[src/design/m92_video_pkg.sv]
// Sprite buffer geometry and video control bits; four banks of 2048 words fixed by the board
package m92_video_pkg;

    // ==================================================
    // Buffer RAM geometry
    // ==================================================
    localparam int BUF_AW    = 11;
    localparam int BUF_DEPTH = 1 << BUF_AW;
    localparam int BUF_DW    = 16;
    localparam int BUF_BANKS = 4;

    typedef logic [BUF_AW-1:0]            buf_addr_t;
    typedef logic [BUF_DW-1:0]            buf_word_t;
    typedef logic [$clog2(BUF_BANKS)-1:0] bank_idx_t;
    typedef logic [15:0]                  vid_ctrl_t;

    // ==================================================
    // Video control bits used for the bank choice
    // ==================================================
    localparam int VC_LO_IDLE_BIT = 0;  // Lower half, DMA idle
    localparam int VC_HI_IDLE_LO  = 1;
    localparam int VC_HI_IDLE_HI  = 2;
    localparam int VC_LO_DMA_BIT  = 3;  // Lower half, DMA running
    localparam int VC_HI_DMA_LO   = 4;
    localparam int VC_HI_DMA_HI   = 5;

endpackage

[src/design/buffer_read_mux.sv]
// Pure combinational select; bank_idx must come from the same cycle's address and dma_busy
`timescale 1ns/1ns

module buffer_read_mux import m92_video_pkg::*; (
    input  buf_word_t bank_q [BUF_BANKS],
    input  bank_idx_t bank_idx,
    output buf_word_t buf_rdata
);

    always_comb begin
        buf_rdata = bank_q[0];
        for (int i = 1; i < BUF_BANKS; i++) begin
            if (bank_idx == bank_idx_t'(i)) begin
                buf_rdata = bank_q[i];
            end
        end
    end

endmodule

[config.mk]
export PLATFORM = sky130hd
export DESIGN_NAME = buffer_read_mux
export DESIGN_NICKNAME = d
export VERILOG_FILES = /design/src/design/m92_video_pkg.sv /design/src/design/buffer_read_mux.sv
export SDC_FILE = /design/constraint.sdc
export NUM_CORES = 1
export LEC_CHECK = 0
export BUFFER_PORTS_ARGS = -buffer_cell sky130_fd_sc_hd__buf_2
export CAP_MARGIN = 0
export CORE_MARGIN = 1.5
export CORE_UTILIZATION = 27
export DETAILED_ROUTE_END_ITERATION = 8
export GPL_ROUTABILITY_DRIVEN = 0
export PLACE_DENSITY_LB_ADDON = 0.1
export SLEW_MARGIN = 20
export SYNTH_ARGS = -nofsm -noshare
export SYNTH_HDL_FRONTEND = slang
export SYNTH_SLANG_ARGS = --single-unit
[constraint.sdc]
create_clock -name vclk -period 1.6
set_clock_uncertainty 0.2 [all_clocks]
set_input_delay 0.24 -clock vclk [all_inputs]
set_output_delay 0.24 -clock vclk [all_outputs]
set_load 0.01 [all_outputs]
## Word-level counts from Yosys, hierarchy flattened

Cells that the tools add are included.

| storage, ports and cells | value |
|---|---|
| word-level logic and storage cells | 6 |
| input bits | 66 |
| output and inout port bits | 16 |
| register bits | 0 |

| cells by class | value |
|---|---|
| eq/ne operators | 3 |
| mux-type cells | 3 |

Operators by type and width:

| kind | number |
|---|---|
| two-way mux 16 bit | 3 |
| == test 2 bit (second input constant) | 2 |
| == test 2 x 1 -> 1 bit (second input constant) | 1 |

## Logic depth before layout (Yosys ltp)

| depth | value |
|---|---|
| depth in word-level cells | 4 |
| mapped depth | 3 |
| depth with buffers taken out | 1 |

## Least setup slack after synthesis

Ideal clock, no wire load.

| timing path | value |
|---|---|
| path type | input to output |
| start | in bank_idx[0] |
| end | out buf_rdata[10] |
| arrival | 1.023 ns |
| stages on the path | 3 |
| slack | 0.137 ns |
| path buffers | 2 |
| path through | buf_6 -> buf_12 -> mux4_2 |

| between the ends | value |
|---|---|
| word-level cells in the longest chain between the ends | 4 |
| elaborated cells between the ends (all ways) | 6 |
| those cells by class | eq/ne (3); mux (3) |

Ends and longest elaborated chain:

| element | line | source |
|---|---|---|
| start: declaration | buffer_read_mux.sv:6 | `input bank_idx_t bank_idx,` |
| == test 2 x 1 -> 1 bit | buffer_read_mux.sv:13 | `if (bank_idx == bank_idx_t'(i)) begin` |
| two-way mux 16 bit (2 in a row) | buffer_read_mux.sv:13 |  |
| two-way mux 16 bit (*) | buffer_read_mux.sv:13 |  |
| end: declaration | buffer_read_mux.sv:7 | `output buf_word_t buf_rdata` |

Mark *: on every way between the ends. The rest lies on a longest branch, timed or not.

## Worst setup path in the final report

| timing path | value |
|---|---|
| start | in bank_idx[0] |
| end | out buf_rdata[6] |

Same word-level chain as after synthesis.

==> impl_metrics.toml <==
[outcome]
status = "completed"

[floorplanning]
io_pins = 82
start_util = 0.285
core_mm2 = 0.00149
die_y_um = 42.6
rows = 14
dieWidth_um = 42.6
dieArea_mm2 = 0.00182

[route]
drt_wl_total_um = 1610
dr.max_layer_used = "met3"
wire_per_inst_um = 13.7
num_vias = 589
route.met3.wl_um = 186
drc = 0
wl_met2_um = 830
antenna_left = 0
dr.pass1.iters = 4
avgViaCountPerCell = 5.03
drt-met1-wl_um = 592
drtIter0Drc = 5

[final_layout]
final_area_um2 = 863
ff_latch_area_um2 = 0
layout-drive-gt1-share = 1.00
final_util = 0.580
diodes = 0
nClkBuffers = 0
syn_to_final_growth_pct = 104
nets = 169
design.seq.count = 0

[pwr]
p_sw_w = 0.0000867
cell_internal_pwr_w = 0.000164
p_sw_frac = 0.346
p_clk_frac = 0
p_seq_frac = 0
ir_worst_vdd_uv = 125
comb_power_share = 1.000
leakagePower_nw = 0.458
power_w = 0.000251
p_per_area_mw_per_mm2 = 290

[logic_synthesis]
yosys.area.top_type = "mux4_2"
synth.top_cells.by_area = "mux4_2 53%, mux4_1 37%, buf_12 4.7%, buf_6 2.7%, buf_2 2.4%"
synth_commonest_cells = "10 x mux4_2, 6 x mux4_1, 2 x buf_2, 1 x buf_12, 1 x buf_6"
synth.most_common_cell = "mux4_2"
synth_warnings = 0
postSynthCellCount = 20
synthesis.area_um2 = 424
synth.distinct_cells = 5
synth.avg_cell_area_um2 = 21.2
netlist.area_leader.share = 0.531
yosysSeqAreaShare = 0
synth_nets = 86

[timing]
period_share = 0.977
setup_viol = 0
hold_viol = 0
maxSlewViolCount = 0
clock.fmax_mhz = 639
slew_headroom = 0.762
hold_slack_ns = 0.676
rsz0062_at_grt = "false"
min_period_ns = 1.56
setup_tns_ns = 0
worst_pin_slew_ns = 0.357

[grt]
grt_use_total = 0.162
grt_pass1_vias = 538
gr-total-overflow = 0
grt_pass1_wl_um = 2370
grt_max_degree = 17
antenna_found_initial = 0

[critical_path]
critPathMostFrequentCell = "buf_6"
path_buf_inv = 3
crit_family = "multiplexers"
worstPathArrival_ns = 1.12
crit_path_start_kind = "input pin"
cp_slowest_cell = "mux4_2"
cp.required_ns = 1.16
worstPathCellList = "buf_6, clkbuf_16, mux4_2, buf_6"
end_kind = "output pin"
critPathMaxFanout = 5
critPathMaxStageDelay_ns = 0.50
path_class = "input pin to output pin"

[placed_design]
portBuffers = 82
dpl-instance-area_um2 = 841

[flow_run]
cap_violations = 0

[min_path]
hold_path.class = "input pin to output pin"

[clock_network]
post_cts_buffers = 0
==> final cells by class <==
cell class / instances / area (µm²)
Fill cell: 144 / 626
Timing Repair Buffer: 85 / 483
Multi-Input combinational cell: 16 / 360
Tap cell: 16 / 20.0
==> worst min-delay path: cells and delay by family <==
kind | cells | cell delay, ns
multiplexers | 1 | 0.20
buffers and inverters | 2 | 0.19
==> power by group through the flow <==
stage / sequential [W] / clock, W / combinational (W)
6_report: 0 / 0 / 0.000251
5_1_grt: 0 / 0 / 0.000267
4_1_cts: 0 / 0 / 0.000238
3_5_place_dp: 0 / 0 / 0.000232
3_3_place_gp: 0 / 0 / 0.000230
2_1_floorplan: 0 / 0 / 0.000119
==> final timing paths <==
path / from / to / slack [ns] / cells after the start
min: bank_q[58] / buf_rdata[10] / 0.68 / 3
max: bank_idx[0] / buf_rdata[6] / 0.04 / 4
==> placed cells by master, fill, tap and decap left out <==
cell type / n
buf_12: 1
buf_2: 80
buf_6: 2
buf_8: 1
clkbuf_16: 1
mux4_2: 16
==> metal layers <==
metal  global-route usage  vias up
met1                0.194      271
li1                     -      268
met2                0.321       50
met5                    0        -
met3               0.0172        0
met4                    0        0
==> per-stage QoR <==
| step | setup slack [ns] | std cells |
|---|---|---|
| after global routing | 0.0128 | 117 |
| after CTS | -0.0265 | 116 |
| final | 0.0362 | 117 |
| after floorplan | 0.137 | 20 |
| after detailed placement | -0.0489 | 116 |
| after global placement | -0.0315 | 116 |
==> kinds of logic after synthesis <==
group / Yosys count / synth area share
muxes: 16 / 0.903
buffers and inverters: 4 / 0.0973
==> timing repair <==
item,in CTS,in global routing
hold buffers,0,0
cloned,0,1
setup endpoints to repair,12,14
gates resized for setup,6,6
(Power assumes the default switching activity.)
