<file path="src/design/m92_video_pkg.sv">
// Sprite buffer geometry and video control bits; four banks of 2048 words fixed by the board
package m92_video_pkg;

    // ==================================================
    // Buffer RAM geometry
    // ==================================================
    localparam int BUF_AW    = 11;
    localparam int BUF_DEPTH = 1 << BUF_AW;
    localparam int BUF_DW    = 16;
    localparam int BUF_BANKS = 4;

    typedef logic [BUF_AW-1:0]            buf_addr_t;
    typedef logic [BUF_DW-1:0]            buf_word_t;
    typedef logic [$clog2(BUF_BANKS)-1:0] bank_idx_t;
    typedef logic [15:0]                  vid_ctrl_t;

    // ==================================================
    // Video control bits used for the bank choice
    // ==================================================
    localparam int VC_LO_IDLE_BIT = 0;  // Lower half, DMA idle
    localparam int VC_HI_IDLE_LO  = 1;
    localparam int VC_HI_IDLE_HI  = 2;
    localparam int VC_LO_DMA_BIT  = 3;  // Lower half, DMA running
    localparam int VC_HI_DMA_LO   = 4;
    localparam int VC_HI_DMA_HI   = 5;

endpackage

</file>
<file path="src/design/buffer_bank_select.sv">
// Bank choice is combinational from address bit 10 and dma_busy; only video control bits 5:0 matter
`timescale 1ns/1ns

module buffer_bank_select import m92_video_pkg::*; (
    input  logic                 clk_sys,
    input  logic                 reset_n,

    input  logic                 vid_ctrl_wr,
    input  vid_ctrl_t            vid_ctrl_wdata,

    input  buf_addr_t            buf_addr,
    input  logic                 buf_we,
    input  logic                 dma_busy,

    output bank_idx_t            bank_idx,
    output logic [BUF_BANKS-1:0] bank_we
);

    vid_ctrl_t vid_ctrl;

    always_ff @(posedge clk_sys or negedge reset_n) begin
        if (!reset_n) begin
            vid_ctrl <= '0;
        end else if (vid_ctrl_wr) begin
            vid_ctrl <= vid_ctrl_wdata;
        end
    end

    // ==================================================
    // Bank choice
    // ==================================================
    always_comb begin
        case ({buf_addr[BUF_AW-1], dma_busy})
            2'b00:   bank_idx = {1'b0, vid_ctrl[VC_LO_IDLE_BIT]};
            2'b10:   bank_idx = {vid_ctrl[VC_HI_IDLE_HI], vid_ctrl[VC_HI_IDLE_LO]};
            2'b01:   bank_idx = {1'b0, vid_ctrl[VC_LO_DMA_BIT]};
            default: bank_idx = {vid_ctrl[VC_HI_DMA_HI], vid_ctrl[VC_HI_DMA_LO]};
        endcase
    end

    // One-hot write enable into the chosen bank
    always_comb begin
        bank_we           = '0;
        bank_we[bank_idx] = buf_we;
    end

endmodule

</file>
<file path="config.mk">
export PLATFORM = sky130hd
export DESIGN_NAME = buffer_bank_select
export DESIGN_NICKNAME = d
export VERILOG_FILES = /design/src/design/m92_video_pkg.sv /design/src/design/buffer_bank_select.sv
export SDC_FILE = /design/constraint.sdc
export NUM_CORES = 1
export LEC_CHECK = 0
export BUFFER_PORTS_ARGS = -buffer_cell sky130_fd_sc_hd__buf_2
export CAP_MARGIN = 30
export CORE_AREA = 8 8 45 47
export CTS_BUF_LIST = sky130_fd_sc_hd__clkbuf_4 sky130_fd_sc_hd__clkbuf_8
export DETAILED_ROUTE_END_ITERATION = 16
export DIE_AREA = 0 0 53 55
export REMOVE_ABC_BUFFERS = 1
export SLEW_MARGIN = 15
export SYNTH_ARGS = -nofsm -noshare
export SYNTH_HDL_FRONTEND = slang
export SYNTH_SLANG_ARGS = --single-unit
</file>
<file path="constraint.sdc">
create_clock -name clk_sys -period 1.1 [get_ports clk_sys]
set_input_delay 0.11 -clock clk_sys [delete_from_list [all_inputs] [get_ports clk_sys]]
set_output_delay 0.11 -clock clk_sys [all_outputs]
set_load 0.01 [all_outputs]
</file>
# [Yosys cells after proc, flatten, opt, wreduce, memory -nomap -nowiden]
# Index checks and enable logic that the tools add are counted.
# W data, S select, Z words.
[word_totals] regBits=6 inputBits=32 out_inout_bits=6 word_cells=11
[classes] magnitude_cmp=2 n_eq_ne=2 muxes=3 n_bitwise=1 n_reduce_logical=2
[op_table] op="$pmux W2 S3" count=1
[op_table] op="$and A4 B4 Y4" count=1
[op_table] op="$lt A2 B3 Y1 const B" count=1
[op_table] op="$demux W1 S2" count=1
[op_table] op="$eq A2 B1 Y1 const B" count=1
[op_table] op="$eq A2 B2 Y1 const B" count=1
[op_table] op="$ge A2 B1 Y1 const B" count=1
[op_table] op="$logic_not A2 Y1" count=1
[op_table] op="$logic_and A1 B1 Y1" count=1
[op_table] op="$mux W1" count=1

# [Logic depth before layout (Yosys ltp)]
[logic_depth] ltp_word=7 ltp_mapped=2

# [Least setup slack after synthesis]
# OpenSTA, ideal clock, no wires.
[synth_path] path_kind="register -> output" from="reg vid_ctrl[4]" to="out bank_we[0]" arrival_time_ns=1.183 slack_ns=-0.193 path_stages_with_launch=3 path_buffers=0 cell_sequence="dfrtp_1 mux4_2 a211oi_2"
[synth_via] elab_chain_cells=6 elab_cells_between_ends=7 cone_classes="2 x order compare; 3 x mux; 1 x bitwise; 1 x reduce/logical"
[synth_rtl] item="from (decl)" line_no="buffer_bank_select.sv:19" source="vid_ctrl_t vid_ctrl;"
[synth_rtl] item="from (signal assigned)" line_no="buffer_bank_select.sv:25" source="vid_ctrl <= vid_ctrl_wdata;"
[synth_rtl] item="$pmux W2 S3 *" line_no="buffer_bank_select.sv:33" source="case ({buf_addr[BUF_AW-1], dma_busy})"
[synth_rtl] item="net bank_idx[0]" line_no="buffer_bank_select.sv:15" source="output bank_idx_t bank_idx,"
[synth_rtl] item="$lt A2 B3 Y1 (not written as such) / $ge A2 B1 Y1 (equally long branches)" line_no="buffer_bank_select.sv:44" source="bank_we[bank_idx] = buf_we;"
[synth_rtl] item="$logic_and A1 B1 Y1 (not written as such)" line_no="buffer_bank_select.sv:44"
[synth_rtl] item="$mux W1 (not written as such)" line_no="buffer_bank_select.sv:44"
[synth_rtl] item="$demux W1 S2 *" line_no="buffer_bank_select.sv:44"
[synth_rtl] item="$and A4 B4 Y4 (no line) *"
[synth_rtl] item="to (decl)" line_no="buffer_bank_select.sv:16" source="output logic [BUF_BANKS-1:0] bank_we"
# The timed path passes the listed nets; every way through them passes the cells marked *.

# [Final worst setup path]
[layout_path] from="reg vid_ctrl[4]" to="out bank_we[0]"
[layout_via] elab_chain_cells=6 elab_cells_between_ends=7 cone_classes="2 x order compare; 3 x mux; 1 x bitwise; 1 x reduce/logical"
[layout_rtl] item="$pmux W2 S3 *" line_no="buffer_bank_select.sv:33"
[layout_rtl] item="$lt A2 B3 Y1 (not written as such) / $ge A2 B1 Y1 (equally long branches)" line_no="buffer_bank_select.sv:44"
[layout_rtl] item="$logic_and A1 B1 Y1 (not written as such)" line_no="buffer_bank_select.sv:44"
[layout_rtl] item="$mux W1 (not written as such)" line_no="buffer_bank_select.sv:44"
[layout_rtl] item="$demux W1 S2 *" line_no="buffer_bank_select.sv:44"
[layout_rtl] item="$and A4 B4 Y4 (no line) *"
# Mark *: on every way between the ends. The rest lies on a longest branch, timed or not.

==> impl_metrics.py <==
metrics = {
    "cells_and_area": {
        "diodes": 0,
        "largest_register_ffs": 6,
        "final_cell_mix": "buf_2 (15), dfrtp_1 (6), mux2_1 (5)",
        "top_regs": "vid_ctrl: 6 flops",
        "final_area_sq_um": 494.2,
        "fillers": 137,
        "multiInputGateArea_sq_um": 171.4,
        "top_register": "vid_ctrl",
        "layout_commonest_cell": "buf_2",
        "area_growth_pct": 54.30,
        "final-instance-count-excl-fill": 61,
        "drive_above_1_share_pct": 62.22,
        "layout.nets": 79,
        "seqCellArea_sq_um": 150.1,
    },
    "outcome": {
        "status": "finished, violations left",
        "failed_checks": "setup timing",
    },
    "power": {
        "ir_drop_uv": 548.0,
        "p_leak_nw": 0.2431,
        "pwr_density_cell_nw_per_um2": 1249,
    },
    "worst_setup_path": {
        "critPathCaptureType": "output pin",
        "cp_slowest_cell": "mux4_2",
        "required_ns": 0.99,
        "r2r_cells": 1,
        "worst_r2r_endpoint": "vid_ctrl[5]$_DFFE_PN0P_",
        "r2r-start": "vid_ctrl[5]$_DFFE_PN0P_",
        "start_kind": "flop",
        "path_cells": "mux4_2, a211oi_2, buf_2",
        "crit_buf_inv": 1,
        "criticalPathCategory": "reg -> out",
        "cp_max_fo": 5,
        "r2r_slack_ns": 0.28,
        "critPathTopFamily": "multiplexers",
        "cpPeakStageDelay_ns": 0.54,
        "crit_arrival_ns": 1.48,
    },
    "sta": {
        "timing.final.hold_violations": 0,
        "min_period_ns": 1.587,
        "relSlewSlack_pct": 87.48,
        "fmax_mhz": 630.1,
        "fin_ws_ns": -0.4872,
        "finalMaxSlewViolations": 0,
        "setup_violations": 6,
        "timing.final.crit_share_pct": 144.3,
        "worst_slew_pin_slew_ns": 0.1839,
        "rsz0062_at_grt": "yes",
        "skew_ns": 0,
    },
    "floorplanning": {
        "rows": 14,
        "coreArea_sq_um": 1384,
        "die_x_um": 53,
        "initial_utilization_pct": 23.15,
        "ios": 38,
        "die_area_sq_um": 2915,
        "die_h_um": 55,
    },
    "routing": {
        "via_per_inst": 4.475,
        "drt_first_pass_iters": 1,
        "drc": 0,
        "ant_nets": 0,
        "routedWlPerCell_um": 13.93,
        "vias": 273,
        "drt-total-wl_um": 850,
        "drtIter0Drc": 0,
    },
    "place": {
        "placed_area_sq_um": 429.2,
        "place_congestion": 0.7372,
        "dpl.hpwl_um": 719.9,
        "dp.cells": 56,
        "port_buffers": 17,
    },
    "global_route": {
        "antenna_found_initial": 0,
        "grt_pass1_vias": 314,
        "grt_pass1_wl_mm": 1.407,
        "grt-ovfl-total": 0,
        "grt_max_degree": 7,
        "grtUsageTotal_pct": 6.813,
    },
    "clock_tree": {
        "clk_path_buf_depth": 2,
        "clk_latency_ns": 0.24,
        "cts.clk_slew.worst_paths_ns": 0.04,
        "cts_sinks": 6,
        "cts_htree_levels": 1,
        "root_buffer": "clkbuf_4",
        "cts_tree": "yes",
        "cts_made_buffers": 3,
    },
    "synth": {
        "netlist_area_sq_um": 320.3,
        "ys_warn_count": 0,
        "ys_types": 12,
        "avgSynthCellArea_sq_um": 13.93,
        "synth_cells": 23,
        "yosysSeqAreaShare_pct": 46.88,
        "ys_ff_latch": 6,
    },
    "hold_path": {
        "hold_start": "vid_ctrl_wdata[1]",
        "min_to": "vid_ctrl[1]$_DFFE_PN0P_",
        "min-delay-path-class": "in -> reg",
        "holdPathStages": 2,
    },
    "flow_run": {
        "max_cap_viol_count": 0,
    },
}
[cell families after synthesis]
family          synth area share [%]
compound gates                 7.031
buf+inv                        3.515
flops                          46.87
mux                            34.76
simple gates                   7.811
[where the power goes]
| group | leakage, nW | switching, mW | total (mW) | internal, mW |
|---|---|---|---|---|
| sequential | 0.0702 | 0.0157 | 0.259 | 0.244 |
| clock | 0.0138 | 0.0728 | 0.196 | 0.123 |
| combinational | 0.159 | 0.0699 | 0.162 | 0.0921 |
[final cells by class]
| cell class | count | area share [%] |
|---|---|---|
| multi-input cells | 14 | 34.68 |
| flip-flops and latches | 6 | 30.38 |
| repair buffers | 20 | 24.81 |
| clock buffers | 3 | 4.557 |
| well taps | 16 | 4.051 |
| inverters | 2 | 1.519 |
[Yosys cell counts]
cell / number / area (sq um)
a211oi_2: 1 / 12.51
and4_1: 1 / 8.760
clkbuf_1: 1 / 3.750
dfrtp_1: 6 / 150.1
inv_1: 2 / 7.510
mux2_1: 5 / 56.30
mux2_2: 2 / 22.52
mux2i_1: 1 / 10.01
mux4_2: 1 / 22.52
nor2_1: 1 / 3.750
nor4_2: 1 / 12.51
o211a_1: 1 / 10.01
[metal layers]
| metal | part of all wire [%] | global-route usage, % | wire (um) | up-vias |
|---|---|---|---|---|
| met2 | 41 | 9.180 | 350 | 17 |
| met1 | 43 | 8.025 | 368 | 124 |
| met4 | 0.47 | 6.466 | 4 | 0 |
| met5 | 0 | 0 | 0 | - |
| met3 | 15 | 2.674 | 126 | 2 |
| li1 | - | - | - | 130 |
[metrics by stage]
step | util, % | worst slack (ns) | setup TNS [ns] | power (mW) | hold slack [ns]
6_report | 35.71 | -0.4872 | -2.353 | 0.6172 | 0.09108
3_3_place_gp | 31.01 | -0.2574 | -1.004 | 0.3904 | -0.06116
2_1_floorplan | - | -0.1934 | -0.6124 | 0.3267 | -0.1856
3_5_place_dp | 31.01 | -0.2931 | -1.093 | 0.3944 | -0.05828
5_1_grt | 35.71 | -0.5848 | -2.720 | 0.6725 | 0.07230
4_1_cts | 34.63 | -0.5051 | -2.491 | 0.6220 | 0.07964
[worst max path at each step]
| stage | startpoint | to | slack, ns | cells after the start |
|---|---|---|---|---|
| global placement | vid_ctrl[4]$_DFFE_PN0P_ | bank_we[0] | -0.26 | 3 |
| global route | vid_ctrl[4]$_DFFE_PN0P_ | bank_we[2] | -0.58 | 3 |
| finish | vid_ctrl[4]$_DFFE_PN0P_ | bank_we[0] | -0.49 | 3 |
| CTS | vid_ctrl[4]$_DFFE_PN0P_ | bank_we[0] | -0.51 | 3 |
| detailed placement | vid_ctrl[4]$_DFFE_PN0P_ | bank_we[0] | -0.29 | 3 |
| floorplan | vid_ctrl[4]$_DFFE_PN0P_ | bank_we[0] | -0.19 | 2 |
[repair_timing]
item | CTS | global route
hold endpoints to repair | 6 | 0
resized for setup | 2 | 2
hold buffers | 1 | 0
pin swaps | 2 | 0
endpoints found under the setup margin | 6 | 6
setup buffers | 1 | 0
Note: power is estimated with default switching activity, not from simulation.
