$ cat src/design/m92_board_pkg.sv
// Port map and switch widths of the main-board I/O block; port 0x08 sound latch is not decoded
package m92_board_pkg;

    // ==================================================
    // I/O port addresses (even byte of each word port)
    // ==================================================
    typedef enum logic [7:0] {
        port_switch_p1_p2 = 8'h00,
        port_flags        = 8'h02,
        port_dip          = 8'h04,
        port_switch_p3_p4 = 8'h06,
        port_bank         = 8'h20
    } io_port_e;

    // ==================================================
    // Data types
    // ==================================================
    typedef logic [7:0]  io_byte_t;    // CPU I/O bus byte
    typedef logic [15:0] io_word_t;    // Port word before byte select
    typedef logic [3:0]  bank_sel_t;   // ROM bank number

    // ==================================================
    // Input widths
    // ==================================================
    localparam int PLAYER_W = 10;      // Directions plus six buttons
    localparam int DIP_W    = 24;

    // System flags register fields
    localparam int SYS_COIN0_BIT   = 0;
    localparam int SYS_COIN1_BIT   = 1;
    localparam int SYS_SOFT_NL_BIT = 2;  // Active low in the register

    // Screen flip DIP
    localparam int DIP_NL_BIT = 8;

endpackage

$ cat src/design/m92_io_ports.sv
// Read path is purely combinational; port 0x20 is write-only and undecoded ports read 0xff
`timescale 1ns/1ns

module m92_io_ports import m92_board_pkg::*; (
    input  logic                clk_sys,
    input  logic                reset_n,

    input  logic                kick_harness,   // Kick harness wiring for extra buttons
    input  logic [3:0]          coin,
    input  logic [3:0]          start_buttons,
    input  logic [PLAYER_W-1:0] p1_input,
    input  logic [PLAYER_W-1:0] p2_input,
    input  logic [PLAYER_W-1:0] p3_input,
    input  logic [PLAYER_W-1:0] p4_input,
    input  logic [DIP_W-1:0]    dip_sw,
    input  logic                dma_busy,

    input  io_byte_t            io_addr,
    input  logic                io_wr,
    input  io_byte_t            io_wdata,
    output io_byte_t            io_rdata,

    output logic [1:0]          coin_counter,
    output logic                nl,
    output bank_sel_t           bank_select
);

    // Standard byte layout of one player's switches
    function automatic io_byte_t switch_byte(
        input logic [PLAYER_W-1:0] p,
        input logic                bit5,
        input logic                bit4
    );
        return {p[4], p[5], bit5, bit4, p[3:0]};
    endfunction

    io_byte_t                 switches_p1;
    io_byte_t                 switches_p2;
    io_byte_t                 switches_p3;
    io_byte_t                 switches_p4;
    io_word_t                 switches_p1_p2;
    io_word_t                 switches_p3_p4;
    io_word_t                 flags_word;
    io_word_t                 port_word;
    io_byte_t                 port_base;
    logic [SYS_SOFT_NL_BIT:0] sys_flags;   // Only the coin and flip fields are kept

    // ==================================================
    // Switch mapping
    // ==================================================
    // Kick harness puts button 3 of P1/P2 on bit 5
    assign switches_p1 = switch_byte(p1_input, kick_harness & p1_input[6], 1'b0);
    assign switches_p2 = switch_byte(p2_input, kick_harness & p2_input[6], 1'b0);

    assign switches_p3 = kick_harness ? 8'h00
                                      : switch_byte(p3_input, coin[2], start_buttons[2]);

    // P3/P4 port carries the P1/P2 kick buttons on that harness
    assign switches_p4 = kick_harness
                       ? {p2_input[9:7], 1'b0, p1_input[9:7], 1'b0}
                       : switch_byte(p4_input, coin[3], start_buttons[3]);

    assign switches_p1_p2 = {~switches_p2, ~switches_p1};
    assign switches_p3_p4 = {~switches_p4, ~switches_p3};

    // Bits 6:4 are TEST, R and a spare, all tied high
    assign flags_word = {~dip_sw[23:16], ~dma_busy, 3'b111,
                         ~coin[1:0], ~start_buttons[1:0]};

    // ==================================================
    // Read multiplexer
    // ==================================================
    assign port_base = {io_addr[7:1], 1'b0};

    always_comb begin
        case (port_base)
            port_switch_p1_p2: port_word = switches_p1_p2;
            port_flags:        port_word = flags_word;
            port_dip:          port_word = ~dip_sw[15:0];
            port_switch_p3_p4: port_word = switches_p3_p4;
            default:           port_word = 16'hffff;
        endcase
    end

    assign io_rdata = io_addr[0] ? port_word[15:8] : port_word[7:0];

    // ==================================================
    // Write registers
    // ==================================================
    always_ff @(posedge clk_sys or negedge reset_n) begin
        if (!reset_n) begin
            sys_flags   <= '0;
            bank_select <= '0;
        end else if (io_wr) begin
            if (io_addr == port_flags) begin
                sys_flags <= io_wdata[SYS_SOFT_NL_BIT:0];
            end
            if (io_addr == port_bank) begin
                bank_select <= io_wdata[$bits(bank_sel_t)-1:0];
            end
        end
    end

    assign coin_counter = {sys_flags[SYS_COIN1_BIT], sys_flags[SYS_COIN0_BIT]};

    // Soft flip is stored inverted, DIP switch is active low
    assign nl = ~sys_flags[SYS_SOFT_NL_BIT] ^ ~dip_sw[DIP_NL_BIT];

endmodule

$ cat config.mk
export PLATFORM = sky130hd
export DESIGN_NAME = m92_io_ports
export DESIGN_NICKNAME = d
export VERILOG_FILES = /design/src/design/m92_board_pkg.sv /design/src/design/m92_io_ports.sv
export SDC_FILE = /design/constraint.sdc
export NUM_CORES = 1
export LEC_CHECK = 0
export BUFFER_PORTS_ARGS = -buffer_cell sky130_fd_sc_hd__buf_4
export CAP_MARGIN = 20
export CORE_ASPECT_RATIO = 2
export CORE_MARGIN = 5
export CORE_UTILIZATION = 35
export CTS_BUF_LIST = sky130_fd_sc_hd__clkbuf_8
export DETAILED_ROUTE_END_ITERATION = 16
export PLACE_DENSITY_LB_ADDON = 0.25
export RECOVER_POWER = 100
export SYNTH_ARGS = -nofsm -noshare
export SYNTH_HDL_FRONTEND = slang
export SYNTH_SLANG_ARGS = --single-unit
$ cat constraint.sdc
create_clock -name clk_sys -period 1.76 [get_ports clk_sys]
set_input_delay 0.352 -clock clk_sys [delete_from_list [all_inputs] [get_ports clk_sys]]
set_output_delay 0.352 -clock clk_sys [all_outputs]
set_load 0.03 [all_outputs]
# Word-level counts from Yosys, hierarchy flattened
# Index checks and enable logic that the tools add are counted.
totals:
  ff_bits: 7
  in_bits: 93
  out_inout_bits: 15
  wordCells: 28
classes:
  eq_ne: 5
  mux: 4
  bitwise_logic: 14
  reduce_logical: 3
op_table:
  columns: ["operator", "n"]
  rows:
  - ["$pmux W16 S4", 1]
  - ["$not A8 Y8", 5]
  - ["$mux W8", 3]
  - ["$not A16 Y16", 1]
  - ["$eq A7 B2 Y1 const B", 2]
  - ["$eq A8 B2 Y1 const B", 1]
  - ["$eq A8 B6 Y1 const B", 1]
  - ["$logic_not A8 Y1", 1]
  - ["$eq A7 B1 Y1 const B", 1]
  - ["$not A2 Y2", 2]
  - ["$reduce_and A2 Y1", 2]
  - ["$not A1 Y1", 3]
  - ["$and A1 B1 Y1", 2]
  - ["$xor A1 B1 Y1", 1]

# Logic depth before layout (Yosys ltp)
logic_depth:
  word_depth: 4
  mapped_depth: 6
  ltp_nobuf: 4

# Worst setup path before layout
# Ideal clock, no wire load.
synth_path:
  kind: "input to output"
  from: "input io_addr[1]"
  to: "output io_rdata[1]"
  arrival_time_ns: 1.834
  t_required_ns: 1.408
  setup_slack_ns: -0.426
  cell_stages: 6
  n_path_buf: 2
  cell_sequence: "buf_4 > inv_1 > buf_2 > a221oi_1 > a211oi_1 > o31ai_1"
synth_between:
  elab_chain_len: 3
  elab_cells_between_ends: 6
  cone_classes: "3 x eq/ne; 2 x mux; 1 x reduce/logical"
synth_rtl:
  columns: ["item", "line", "rtl"]
  rows:
  - ["from (decl)", "m92_io_ports.sv:18", "input io_byte_t io_addr,"]
  - ["$eq A7 B2 Y1, or another cell as far along", "m92_io_ports.sv:76", "case (port_base)"]
  - ["$pmux W16 S4 (*)", "m92_io_ports.sv:76", null]
  - ["$mux W8 (*)", "m92_io_ports.sv:85", "assign io_rdata = io_addr[0] ? port_word[15:8] : port_word[7:0];"]
  - ["to (decl)", "m92_io_ports.sv:21", "output io_byte_t io_rdata,"]
# Every way passes the cells marked *; elsewhere a longest branch is shown, timed or not.

# Worst setup path in the final report
layout_path:
  from: "input kick_harness"
  to: "output io_rdata[6]"
layout_between:
  elab_chain_len: 4
  elab_cells_between_ends: 6
  cone_classes: "4 x mux; 2 x bitwise"
layout_rtl:
  columns: ["item", "line", "rtl"]
  rows:
  - ["from (decl)", "m92_io_ports.sv:8", "input logic kick_harness,"]
  - ["$mux W8 (on tied branches)", "m92_io_ports.sv:55, m92_io_ports.sv:60", null]
  - ["$not A8 Y8", "m92_io_ports.sv:64", "assign switches_p3_p4 = {~switches_p4, ~switches_p3};"]
  - ["$pmux W16 S4 (*)", "m92_io_ports.sv:76", null]
  - ["$mux W8 (*)", "m92_io_ports.sv:85", null]
# Marked as above.

==> reports/results.txt <==
multi-input logic area: 956 um2
commonest non-fill, non-tap cell in the layout: buf_4
slew margin rel.: 64.5%
CP Cell Sequence: buf_8 -> mux2_4 -> mux4_2 -> a31oi_4 -> buf_6
Max Clk Rate: 525 MHz
Skew-Pair Late Insertion Delay: 0.23 ns
worst slew pin tran: 0.529 ns
initial detailed-routing violation count: 41
first-pass GRT wire length: 7.59 mm
Period minus WS final: 1.90 ns
Critical Path AT: 1.55 ns
TritonCTS clock tree: yes
Final Hold Fails: 0
initial antenna violation count: 0
Register Area: 175 um2
unrepaired setup endpoints after global routing: yes
Post-DP Area: 1920 um2
cell area after layout: 2220 um2
commonest cells after routing, fill and taps aside: 98 x buf_4, 14 x mux2i_1, 13 x buf_6
area grow syn2layout: 132%
worst hold path class: input port to register
Fill cells: 143
synth top area cells: dfrtp_1 18%, mux2i_1 16%, mux2_2 8.3%
starting density of the core: 36.7%
Reg clk slew, reported paths: 0.04 ns
Syn Area/Cell: 8.68 um2
IO buf count: 95
clk sink count: 7
IO Pins: 108
DIE HEIGHT: 83.9 um
Ant. Diodes: 0
Row Count: 26
GRT Total Usage: 25.9%
TritonCTS Buffers: 3
failing checks: negative setup slack
final setup fails: 7
post-synthesis sequential area ratio: 18.3%
startpoint types: input port
yosys warns: 0
met3 GRT Util: 8.86%
top cell type's share of synthesized area: 18.3%
power per cell area: 384 nW/um2
fin worst setup slack: -0.144 ns
post-DP HPWL: 3.78 mm
Via density: 5.90
status: finished with violations
DRT antenna net count: 0
grt total ovfl: 0
Final Skew: 0 ns
DRC violations left: 0
Cells after Synth: 110
worst vdd ir: 0.000480 V
Routed WL: 5.74 mm
post-synthesis register bit count: 7
GR peak layer: met2
vias in the first global route: 1662
critical path start-end classification: input port to primary output
vias after detailed routing: 1505
period utilization: 108%
CTS max path bufs: 2
Yosys top cell by area: dfrtp_1
WL/cell: 22.5 um
mapped cell area: 955 um2
H-Tree Depth: 1
routability cong.: 0.835
Critical Path Sink Type: primary output
met1 Use GR: 24.2%
largest net degree at the start of global routing: 16
final core occ: 85.1%
Pins Over Slew Limit: 0
max incr delay on CP: 0.50 ns
share of cells above drive strength 1: 70.9%
Max Cap Viol: 0
Final #Nets: 321
Leakage Power: 1.04 nW
syn nets: 203
slowest CP cell: mux4_2
synth unique cells: 37
chip width: 46.9 um
M2 GR Usage: 48.6%
die area: 3940 um2
Clock Tree Root: clkbuf_8
number of iterations in the first detailed-routing pass: 4
Crit path required time: 1.41 ns
Worst Path Max Fanout: 5
Core ar.: 2600 um2
[report_power, final]
group | internal (mW) | switching, mW
Sequential | 0.169 | 0.00472
Clock | 0.151 | 0.0761
Combinational | 0.243 | 0.206
Total | 0.564 | 0.287
[cells in the mapped netlist]
library cell	instances
buf_2	6
a2111oi_0	1
o2111ai_1	1
mux2_2	7
a221oi_1	8
mux4_2	1
nand2b_1	1
a21oi_1	2
nor4_1	1
o21ai_0	2
clkbuf_1	2
xor2_1	1
nor2_1	11
inv_1	3
nand4_1	1
o221a_2	1
a21o_1	1
nand3_1	1
a311oi_1	2
a22oi_1	1
nand4b_1	1
nor3_2	1
buf_4	3
nor3_1	1
nand2_1	4
o31ai_1	4
mux2i_1	15
dfrtp_1	7
and2_1	1
a31oi_1	2
nor2b_1	2
mux2_4	1
buf_6	1
o31a_1	1
nor4b_1	1
and3b_2	2
a211oi_1	9
[critical path, delay by kind of cell]
kind	cells	cell delay, ns
buffers and inverters	2	0.26
AO/OA/AOI/OAI	1	0.15
multiplexers	2	0.79
[registers in the layout, summed over array words and instances (netlist names)]
signal	count
bank_select	4
sys_flags	3
[path summary, 6_finish.rpt]
| path | from | endpoint | slack [ns] | depth (start not counted) |
|---|---|---|---|---|
| min in group asynchronous | reset_n | sys_flags[1] | 0.54 | 2 |
| worst max register to register | sys_flags[2] | sys_flags[2] | 0.96 | 1 |
| max in group asynchronous | reset_n | sys_flags[0] | 0.94 | 2 |
| worst min register to register | bank_select[3] | bank_select[3] | 0.51 | 1 |
| worst min-delay path | io_wdata[3] | bank_select[3] | 0.36 | 2 |
| worst max-delay path | kick_harness | io_rdata[6] | -0.14 | 5 |
[per-stage QoR]
stage	power (mW)	cells	setup TNS, ns	worst slack (ns)	hold WS [ns]
6_report	0.851	255	-0.595	-0.144	0.359
5_1_grt	0.893	255	-0.933	-0.168	0.365
4_1_cts	0.804	253	-0.640	-0.120	0.356
3_5_place_dp	0.547	248	-2.03	-0.258	0.166
3_3_place_gp	0.536	248	-1.54	-0.223	0.164
2_1_floorplan	0.339	110	-0.116	-0.116	0.0564
[what timing repair did]
action / CTS / global route
gates resized for setup: 28 / 28
endpoints found under the hold margin: 7 / 0
setup endpoints to repair: 8 / 8
gates cloned: 0 / 0
hold buffers: 1 / 0
pin swaps: 14 / 9
setup buffers: 0 / 2
[routing by layer]
| layer | share of wire [%] | vias to the layer above |
|---|---|---|
| li1 | - | 673 |
| met1 | 31 | 713 |
| met2 | 58 | 97 |
| met3 | 7.4 | 22 |
| met4 | 4.0 | 0 |
| met5 | 0 | - |
[kinds of logic (layout without fill, tap and decap cells)]
group / count (synthesis) / count (layout) / synth area share (%)
multiplexers: 24 / 24 / 27.9
flip-flops: 7 / 7 / 18.3
AO/OA/AOI/OAI: 35 / 35 / 28.3
AND/OR/NAND/NOR: 28 / 28 / 15.9
buffers and inverters: 15 / 132 / 8.65
XOR/XNOR: 1 / 1 / 0.918
[cell type report]
class	instances	share of cell area (%)
clock buffer	3	1.86
clock inverter	1	0.169
inverter	3	0.734
multi-input combinational	88	43.1
sequential	7	7.91
tap	28	1.58
timing repair buffer	125	44.6
Power figures use the tool's default switching activity.
